File: config.mk
export PLATFORM = sky130hd
export DESIGN_NAME = alu_top
export DESIGN_NICKNAME = d
export VERILOG_FILES = /design/src/hw/alu_pkg.sv /design/src/hw/alu_master.sv /design/src/hw/alu_top.sv /design/src/hw/div_unit.sv /design/src/hw/mul_unit.sv /design/src/hw/special_regs.sv
export SDC_FILE = /design/constraint.sdc
export NUM_CORES = 2
export LEC_CHECK = 0
export ABC_AREA = 1
export BUFFER_PORTS_ARGS = -buffer_cell sky130_fd_sc_hd__buf_2
export CORE_ASPECT_RATIO = 1.4
export CORE_MARGIN = 4
export CORE_UTILIZATION = 25
export DETAILED_ROUTE_END_ITERATION = 10
export PLACE_DENSITY = 0.52
export SKIP_CTS_REPAIR_TIMING = 1
export SLEW_MARGIN = 20
export SYNTH_ARGS = -nofsm -noshare
export SYNTH_HDL_FRONTEND = slang
export SYNTH_HIERARCHICAL = 1
export SYNTH_SLANG_ARGS = --single-unit
File: constraint.sdc
create_clock -name clk -period 17.9 [get_ports clk]
set_clock_uncertainty 0.2 [all_clocks]
set_input_delay 0.895 -clock clk [delete_from_list [all_inputs] [get_ports clk]]
set_output_delay 0.895 -clock clk [all_outputs]
set_load 0.01 [all_outputs]
File: src/hw/alu_pkg.sv
package alu_pkg;

    // operand and result width
    localparam int data_w = 32;

    // coprocessor-0 scratch file
    localparam int cp0_regs = 8;
    localparam int cp0_sel_w = 3;

    // 33 opcodes do not fit in five bits, so the field is six wide
    localparam int op_w = 6;

    typedef enum logic [op_w-1:0] {
        NOP = 6'd0,
        ADD,
        ADDU,
        SUB,
        SUBU,
        SLT,
        SLTU,
        AND,
        OR,
        NOR,
        XOR,
        LUI,
        SLL,
        SRL,
        SRA,
        ROTR,
        CLO,
        CLZ,
        MTHI,
        MTLO,
        MFHI,
        MFLO,
        MFC0,
        MTC0,
        MOV,
        MULT,
        MULTU,
        MADD,
        MADDU,
        MSUB,
        MSUBU,
        DIV,
        DIVU
    } alu_op_e;

    // instruction presented to the execute stage each cycle
    typedef struct packed {
        alu_op_e              op;
        logic [data_w-1:0]    a;
        logic [data_w-1:0]    b;
        logic [cp0_sel_w-1:0] cp0_sel;
    } alu_req_t;

    // write-back into HI/LO and the scratch file
    typedef struct packed {
        logic                 hilo_we;
        logic [2*data_w-1:0]  hilo;
        logic                 cp0_we;
        logic [cp0_sel_w-1:0] cp0_sel;
        logic [data_w-1:0]    cp0_data;
    } spr_wr_t;

endpackage

File: src/hw/alu_master.sv
`timescale 1ns/1ps

module alu_master (
    input  logic                            clk,
    input  logic                            reset,
    input  alu_pkg::alu_req_t               req,
    input  logic [2*alu_pkg::data_w-1:0]    hilo,
    input  logic [alu_pkg::data_w-1:0]      cp0_data,
    input  logic [2*alu_pkg::data_w-1:0]    product,
    input  logic                            mul_ready,
    input  logic [2*alu_pkg::data_w-1:0]    quotient_rem,
    input  logic                            div_ready,
    output logic                            mul_start,
    output logic                            mul_signed,
    output logic                            div_start,
    output logic                            div_signed,
    output logic                            stall,
    output logic                            overflow,
    output logic [alu_pkg::data_w-1:0]      y,
    output alu_pkg::spr_wr_t                spr_wr
);

    // b doubled so a right shift of the pair is a rotate
    logic [2*alu_pkg::data_w-1:0] rot_pair;

    assign rot_pair = {req.b, req.b} >> req.a[4:0];

    // leading bits of v equal to ones, 0 to 32
    function automatic logic [alu_pkg::data_w-1:0] lead_count(
        input logic [alu_pkg::data_w-1:0] v,
        input logic                       ones
    );
        logic [alu_pkg::data_w-1:0] n;
        logic                       hit;
        n = '0;
        hit = 1'b0;
        for (int i = alu_pkg::data_w - 1; i >= 0; i--) begin
            if (v[i] != ones) begin
                hit = 1'b1;
            end
            if (!hit) begin
                n = n + 1'b1;
            end
        end
        return n;
    endfunction

    always_comb begin
        y = '0;
        overflow = 1'b0;
        stall = 1'b0;
        mul_start = 1'b0;
        mul_signed = 1'b0;
        div_start = 1'b0;
        div_signed = 1'b0;
        spr_wr = '0;
        case (req.op)
            alu_pkg::ADD: begin
                y = req.a + req.b;
                overflow = (req.a[31] == req.b[31]) && (y[31] != req.a[31]);
            end
            alu_pkg::ADDU: y = req.a + req.b;
            alu_pkg::SUB: begin
                y = req.a - req.b;
                // operands of different sign and the result flips away from a
                overflow = (req.a[31] != req.b[31]) && (y[31] != req.a[31]);
            end
            alu_pkg::SUBU: y = req.a - req.b;
            alu_pkg::SLT: y = {31'd0, $signed(req.a) < $signed(req.b)};
            alu_pkg::SLTU: y = {31'd0, req.a < req.b};
            alu_pkg::AND: y = req.a & req.b;
            alu_pkg::OR: y = req.a | req.b;
            alu_pkg::NOR: y = ~(req.a | req.b);
            alu_pkg::XOR: y = req.a ^ req.b;
            alu_pkg::LUI: y = {req.b[15:0], 16'd0};
            // shift amount always comes in a[4:0]
            alu_pkg::SLL: y = req.b << req.a[4:0];
            alu_pkg::SRL: y = req.b >> req.a[4:0];
            alu_pkg::SRA: y = $signed(req.b) >>> req.a[4:0];
            alu_pkg::ROTR: y = rot_pair[alu_pkg::data_w-1:0];
            alu_pkg::CLO: y = lead_count(req.a, 1'b1);
            alu_pkg::CLZ: y = lead_count(req.a, 1'b0);
            // data moves
            alu_pkg::MTHI: begin
                spr_wr.hilo_we = 1'b1;
                spr_wr.hilo = {req.a, hilo[31:0]};
            end
            alu_pkg::MTLO: begin
                spr_wr.hilo_we = 1'b1;
                spr_wr.hilo = {hilo[63:32], req.a};
            end
            alu_pkg::MFHI: y = hilo[63:32];
            alu_pkg::MFLO: y = hilo[31:0];
            alu_pkg::MFC0: y = cp0_data;
            alu_pkg::MTC0: begin
                spr_wr.cp0_we = 1'b1;
                spr_wr.cp0_sel = req.cp0_sel;
                spr_wr.cp0_data = req.a;
            end
            alu_pkg::MOV: y = req.a;
            // multiply class, held until the unit pulses ready
            alu_pkg::MULT, alu_pkg::MULTU, alu_pkg::MADD, alu_pkg::MADDU,
            alu_pkg::MSUB, alu_pkg::MSUBU: begin
                mul_signed = (req.op == alu_pkg::MULT) || (req.op == alu_pkg::MADD) ||
                             (req.op == alu_pkg::MSUB);
                mul_start = !mul_ready;
                stall = !mul_ready;
                if (mul_ready) begin
                    spr_wr.hilo_we = 1'b1;
                    case (req.op)
                        alu_pkg::MADD, alu_pkg::MADDU: spr_wr.hilo = hilo + product;
                        alu_pkg::MSUB, alu_pkg::MSUBU: spr_wr.hilo = hilo - product;
                        default: begin
                            spr_wr.hilo = product;
                            y = product[31:0];
                        end
                    endcase
                end
            end
            // divide, remainder lands in HI and quotient in LO
            alu_pkg::DIV, alu_pkg::DIVU: begin
                div_signed = (req.op == alu_pkg::DIV);
                div_start = !div_ready;
                stall = !div_ready;
                if (div_ready) begin
                    spr_wr.hilo_we = 1'b1;
                    spr_wr.hilo = quotient_rem;
                end
            end
            default: y = '0;
        endcase
    end

endmodule

File: src/hw/alu_top.sv
`timescale 1ns/1ps

module alu_top (
    input  logic                         clk,
    input  logic                         reset,
    input  alu_pkg::alu_req_t            req,
    output logic                         stall,
    output logic                         overflow,
    output logic [alu_pkg::data_w-1:0]   y,
    output logic [2*alu_pkg::data_w-1:0] hilo
);

    logic                         mul_start;
    logic                         mul_signed;
    logic                         mul_ready;
    logic [2*alu_pkg::data_w-1:0] product;
    logic                         div_start;
    logic                         div_signed;
    logic                         div_ready;
    logic [2*alu_pkg::data_w-1:0] quotient_rem;
    logic [alu_pkg::data_w-1:0]   cp0_data;
    alu_pkg::spr_wr_t             spr_wr;

    alu_master u_master (
        .clk          (clk),
        .reset        (reset),
        .req          (req),
        .hilo         (hilo),
        .cp0_data     (cp0_data),
        .product      (product),
        .mul_ready    (mul_ready),
        .quotient_rem (quotient_rem),
        .div_ready    (div_ready),
        .mul_start    (mul_start),
        .mul_signed   (mul_signed),
        .div_start    (div_start),
        .div_signed   (div_signed),
        .stall        (stall),
        .overflow     (overflow),
        .y            (y),
        .spr_wr       (spr_wr)
    );

    // both units see the request operands directly
    mul_unit u_mul (
        .clk     (clk),
        .reset   (reset),
        .start   (mul_start),
        .sign    (mul_signed),
        .a       (req.a),
        .b       (req.b),
        .product (product),
        .ready   (mul_ready)
    );

    div_unit u_div (
        .clk          (clk),
        .reset        (reset),
        .start        (div_start),
        .sign         (div_signed),
        .a            (req.a),
        .b            (req.b),
        .quotient_rem (quotient_rem),
        .ready        (div_ready)
    );

    special_regs u_spr (
        .clk      (clk),
        .reset    (reset),
        .spr_wr   (spr_wr),
        .cp0_sel  (req.cp0_sel),
        .hilo     (hilo),
        .cp0_data (cp0_data)
    );

endmodule

File: src/hw/div_unit.sv
`timescale 1ns/1ps

module div_unit (
    input  logic                         clk,
    input  logic                         reset,
    input  logic                         start,
    input  logic                         sign,
    input  logic [alu_pkg::data_w-1:0]   a,
    input  logic [alu_pkg::data_w-1:0]   b,
    output logic [2*alu_pkg::data_w-1:0] quotient_rem,
    output logic                         ready
);

    logic                         busy;
    logic [5:0]                   cnt;
    logic [alu_pkg::data_w-1:0]   a_q;
    logic [alu_pkg::data_w-1:0]   b_q;
    logic                         sign_q;
    logic                         div_zero;
    logic [alu_pkg::data_w-1:0]   dvs;
    // partial remainder on top, dividend shifting out and quotient shifting in below
    logic [2*alu_pkg::data_w-1:0] work;
    logic [alu_pkg::data_w:0]     diff;
    logic [alu_pkg::data_w-1:0]   rem;
    logic [alu_pkg::data_w-1:0]   quot;
    logic                         neg_q;
    logic                         neg_r;

    // trial subtract of the divisor from remainder plus next dividend bit
    assign diff = work[63:31] - {1'b0, dvs};

    assign rem = work[63:32];
    assign quot = work[31:0];
    // a zero divisor keeps the all-ones quotient
    assign neg_q = sign_q && (a_q[31] ^ b_q[31]) && !div_zero;
    // remainder follows the dividend
    assign neg_r = sign_q && a_q[31];

    // cnt 0 takes magnitudes, 1..32 are quotient bits, 33 is sign correction
    always_ff @(posedge clk) begin
        if (reset) begin
            busy <= 1'b0;
            cnt <= '0;
            ready <= 1'b0;
        end else begin
            ready <= 1'b0;
            if (!busy) begin
                if (start) begin
                    busy <= 1'b1;
                    cnt <= '0;
                end
            end else if (cnt == 6'd33) begin
                busy <= 1'b0;
                ready <= 1'b1;
            end else begin
                cnt <= cnt + 6'd1;
            end
        end
    end

    always_ff @(posedge clk) begin
        if (!busy && start) begin
            a_q <= a;
            b_q <= b;
            sign_q <= sign;
            div_zero <= (b == '0);
        end else if (busy && cnt == 6'd0) begin
            // negate one cycle after capture, off the operand input path
            work <= {32'd0, (sign_q && a_q[31]) ? -a_q : a_q};
            dvs <= (sign_q && b_q[31]) ? -b_q : b_q;
        end else if (busy && cnt != 6'd33) begin
            // divisor of zero always fits, so q ends all ones and rem ends |a|
            if (!diff[32]) begin
                work <= {diff[31:0], work[30:0], 1'b1};
            end else begin
                work <= {work[62:0], 1'b0};
            end
        end else if (busy) begin
            quotient_rem <= {neg_r ? -rem : rem, neg_q ? -quot : quot};
        end
    end

endmodule

File: src/hw/mul_unit.sv
`timescale 1ns/1ps

module mul_unit (
    input  logic                         clk,
    input  logic                         reset,
    input  logic                         start,
    input  logic                         sign,
    input  logic [alu_pkg::data_w-1:0]   a,
    input  logic [alu_pkg::data_w-1:0]   b,
    output logic [2*alu_pkg::data_w-1:0] product,
    output logic                         ready
);

    logic                         busy;
    logic [5:0]                   cnt;
    logic [2*alu_pkg::data_w-1:0] mcand;
    logic [2*alu_pkg::data_w-1:0] acc;
    logic [alu_pkg::data_w-1:0]   mplier;
    logic                         neg;
    logic [alu_pkg::data_w-1:0]   mag_a;
    logic [alu_pkg::data_w-1:0]   mag_b;

    // operand magnitudes, -2^31 comes out as 2^31 unsigned
    assign mag_a = (sign && a[31]) ? -a : a;
    assign mag_b = (sign && b[31]) ? -b : b;

    // cnt 0..31 are the add steps, 32 is the final negate
    always_ff @(posedge clk) begin
        if (reset) begin
            busy <= 1'b0;
            cnt <= '0;
            ready <= 1'b0;
        end else begin
            ready <= 1'b0;
            if (!busy) begin
                if (start) begin
                    busy <= 1'b1;
                    cnt <= '0;
                end
            end else if (cnt == 6'd32) begin
                busy <= 1'b0;
                ready <= 1'b1;
            end else begin
                cnt <= cnt + 6'd1;
            end
        end
    end

    always_ff @(posedge clk) begin
        if (!busy && start) begin
            mcand <= {32'd0, mag_a};
            mplier <= mag_b;
            acc <= '0;
            neg <= sign && (a[31] ^ b[31]);
        end else if (busy && cnt != 6'd32) begin
            if (mplier[0]) begin
                acc <= acc + mcand;
            end
            mcand <= mcand << 1;
            mplier <= mplier >> 1;
        end else if (busy) begin
            product <= neg ? -acc : acc;
        end
    end

endmodule

File: src/hw/special_regs.sv
`timescale 1ns/1ps

module special_regs (
    input  logic                            clk,
    input  logic                            reset,
    input  alu_pkg::spr_wr_t                spr_wr,
    input  logic [alu_pkg::cp0_sel_w-1:0]   cp0_sel,
    output logic [2*alu_pkg::data_w-1:0]    hilo,
    output logic [alu_pkg::data_w-1:0]      cp0_data
);

    logic [2*alu_pkg::data_w-1:0] hilo_q;
    logic [alu_pkg::data_w-1:0]   cp0_q [alu_pkg::cp0_regs];

    // HI in the upper word, LO in the lower
    always_ff @(posedge clk) begin
        if (reset) begin
            hilo_q <= '0;
        end else if (spr_wr.hilo_we) begin
            hilo_q <= spr_wr.hilo;
        end
    end

    // scratch file, one entry per write strobe
    always_ff @(posedge clk) begin
        if (reset) begin
            for (int i = 0; i < alu_pkg::cp0_regs; i++) begin
                cp0_q[i] <= '0;
            end
        end else if (spr_wr.cp0_we) begin
            cp0_q[spr_wr.cp0_sel] <= spr_wr.cp0_data;
        end
    end

    assign hilo = hilo_q;

    // read port follows the request index, no bypass of a same-cycle write
    assign cp0_data = cp0_q[cp0_sel];

endmodule

==> out/qor.csv <==
stage;metric;value;unit
synthesis;Mapped Cells;10800;
timing;Slew Limit Fails;0;
timing;min cycle time layout;17.14;ns
route;vias per cell;4.92;
hold_path;Hold Path End;u_mul/mcand[63];
synthesis;Async S/R FF share, synth;0;
cells_and_area;Area growth, synth to finish;14.0;%
global_route;first-pass GRT wire length;493000;microns
worst_setup_path;CP max stage delay;0.31;ns
hold_path;depth of the worst hold-timing path;2;
timing;Hold Fails Final Rpt;0;
cts;Sinks on Clock Net;787;
global_route;largest net degree at the start of global routing;109;
placement;I/O Buffers;172;
placement;hpwl dp;277000;microns
timing;Hold WS;0.291;ns
route;Avg WL per Cell;24.0;microns
cts;Reg clk slew, reported paths;0.06;ns
route;DR pass1 iterations;8;
cells_and_area;fill cell count;31500;
pwr;total power;5.70;mW
cts;Skew-Pair Late Insertion Delay;0.72;ns
global_route;initial antenna violation count;46;
synthesis;synthesized area;0.0704;sq mm
worst_setup_path;FF-to-FF Start;u_mul/product[2];
global_route;total grt overflow;0;
die;Core ar.;0.280;sq mm
synthesis;Synth cell types;76;
cells_and_area;# nets final;11400;
synthesis;ys flop type;edfxtp_1;
cts;clk buf depth;3;
cells_and_area;area of the multi-input gates;0.0405;sq mm
worst_setup_path;reg-to-reg slack, setup;9.56;ns
synthesis;post-synthesis register bit count;787;
worst_setup_path;crit-path most repeated cell;ha_1;
synthesis;post-synthesis sequential area ratio;0.311;
placement;Placer Congestion;1.05;
pwr;Pleak;38.0;nW
cts;H-Tree Depth;3;
worst_setup_path;CP required;16.81;ns
global_route;GR Util All Layers;0.234;
worst_setup_path;delay-heaviest family, CP;adder cells;
die;DIE AREA;0.290;sq mm
cells_and_area;layout cells sized above 1;0.0964;
timing;Least-Margin Pin Slew;1.31;ns
timing;final setup margin;0.757;ns
worst_setup_path;slowest CP cell;ha_1;
worst_setup_path;Startpoint Class;input pin;
hold_path;Hold Path Class;reg2reg;
cells_and_area;FF/Latch Area;0.0219;sq mm
die;Chip Width;456;microns
synthesis;yosys warns;6;
timing;setup_tns;0;ns
route;DRT iter0 DRCs;5970;
worst_setup_path;RR Endpoint;u_spr/hilo[62];
die;Initial Util;0.251;
route;Post-DRT Antenna Nets;0;
die;DIE HEIGHT;636;microns
cts;CTS buffer count;86;
die;I/O pins;173;
route;Remaining DRCs;0;
worst_setup_path;Worst setup EP type;primary output;
timing;fin crit share;0.958;
hold_path;Worst Hold Launch;u_mul/mcand[63];
synthesis;Syn Area/Cell;6.52;sq um
cts;CTS root buf;clkbuf_16;
worst_setup_path;Worst EP arrival;16.05;ns
die;row cnt;230;
route;Total Routed Length;357000;microns
run_status;outcome;complete, no violations;
worst_setup_path;CP Max Fanout;5;
placement;dpl ws;-1.27;ns
global_route;number of global-route vias before repair;68200;
worst_setup_path;buffer and inverter count on the worst path;11;
timing;maximum clock rate;0.0583;GHz
pwr;PD cells;71.1;mW/mm^2
timing;final setup vio count;0;
pwr;Peak VDD IR;62.8;uV
route;Vias;73000;
worst_setup_path;FF-to-FF path depth;42;
synthesis;Synthesized Nets;11200;
worst_setup_path;Worst Setup Path Type;in2out;
timing;Slew Limit Headroom;0.122;
synthesis;Post-synth EDFFs;611;
cts;CTS tree;yes;
run;MaxCap Viol Count;0;
-- metal layers --
layer  routed length [microns]  vias to the layer above  track usage
met5                       188                        -            0
met4                     33200                       26        0.181
met3                     23100                      915       0.0392
met2                    168000                     2693        0.398
met1                    132000                    34100        0.261
li1                          -                    35200            -
-- cells by family after synthesis --
kind of cell | share of synthesized area
adders and majority gates | 0.0592
xor gates and xnor gates | 0.0392
AOI/OAI and AO/OA | 0.126
and+or+nand+nor | 0.340
DFF | 0.311
muxes | 0.00156
buffers and inverters | 0.124
-- flip-flops by register name, summed over array words and instances (netlist names), 6 cells and up --
name and cells:
u_mul/cnt 6, u_spr/cp0_q 256, u_mul/mplier 32, u_div/b_q 32, u_div/work 64, u_div/a_q 32
u_mul/mcand 64, u_div/cnt 6, u_div/dvs 32, u_spr/hilo 64, u_div/quotient_rem 64, u_mul/acc 64
u_mul/product 64
-- worst register-to-register path, delay by kind of cell, from the launching register on --
kind	cells	cell delay, ns
xor+xnor	1	0.19
flops	1	0.46
buf+inv	7	0.60
simple gates	20	3.70
compound gates	13	2.85
fa+ha+maj	1	0.35
-- where the power goes --
| part | switching, mW | internal (mW) | leakage [nW] |
|---|---|---|---|
| combinational | 1.15 | 0.466 | 29.6 |
| sequential | 0.141 | 2.09 | 7.09 |
| clock | 0.836 | 1.02 | 1.39 |
-- final cells by class --
type                            instances  share of cell area
Tap cell                             3712              0.0579
Sequential cell                       787               0.273
Multi-Input combinational cell       7781               0.505
Inverter                             1907              0.0895
Clock buffer                          110              0.0288
Antenna cell                           20            0.000624
Timing Repair Buffer                  467              0.0388
Clock inverter                         47             0.00672
-- placed cells by master (no fill, tap or decap), types with 17 or more instances in the layout --
cell type	n
clkbuf_1	17
nand2_1	2820
buf_4	296
a31oi_1	39
dfxtp_1	176
or2_2	40
nand3b_1	18
a211oi_1	21
ha_4	22
nand3_1	716
o21ai_0	569
clkbuf_16	87
nor3_1	116
ha_1	301
nand4_1	135
o31ai_1	26
diode_2	20
nor2_4	50
o221ai_1	31
nor2_2	39
clkinv_1	25
o211ai_1	47
o22ai_1	124
xor2_1	265
nor4_1	38
edfxtp_1	611
or2_4	18
inv_1	1801
xnor2_1	50
a21oi_1	428
o21ai_1	42
nand3_2	38
o21bai_1	25
nand2_2	88
a221oi_1	42
o2111ai_1	31
inv_2	78
buf_2	167
o21a_1	17
nor2_1	1401
-- through the flow --
stage	cell area, sq um	utilization	std cells
after detailed placement	76600	0.273	14600
after floorplan	70400	-	10800
final	80200	0.286	14800
after global placement	76600	0.273	14600
after CTS	79500	0.284	14800
after global routing	80200	0.286	14800
-- cell usage after synthesis (32+ instances only) --
master / count / area share
nand2_2: 49 / 0.0044
xnor2_1: 50 / 0.0062
o21ai_0: 587 / 0.042
ha_1: 325 / 0.058
buf_2: 64 / 0.0046
o211ai_1: 47 / 0.0050
nor2_1: 1418 / 0.076
a221oi_1: 42 / 0.0052
o22ai_1: 124 / 0.011
or2_2: 58 / 0.0052
inv_1: 1820 / 0.097
nor2_4: 46 / 0.0074
o21ai_1: 38 / 0.0027
nor3_1: 117 / 0.0083
xor2_1: 265 / 0.033
a31oi_1: 40 / 0.0036
inv_2: 61 / 0.0033
nand4_1: 135 / 0.012
buf_6: 33 / 0.0053
o221ai_1: 33 / 0.0041
nor4_1: 40 / 0.0036
a21oi_1: 431 / 0.031
buf_1: 32 / 0.0017
nand3_1: 723 / 0.051
edfxtp_1: 611 / 0.26
clkbuf_1: 191 / 0.010
nand2_1: 2861 / 0.15
dfxtp_1: 176 / 0.050
-- how the worst max path moves through the flow --
stage	startpoint	endpoint	slack, ns	cells past startpoint
final	req[64]	y[6]	0.76	102
after global routing	req[65]	y[8]	-0.09	107
after global placement	req[65]	y[6]	-1.27	106
after CTS	req[64]	y[6]	-1.36	102
after detailed placement	req[64]	y[6]	-1.27	102
after floorplan	req[65]	y[8]	0.02	105
Power figures use the tool's default switching activity.
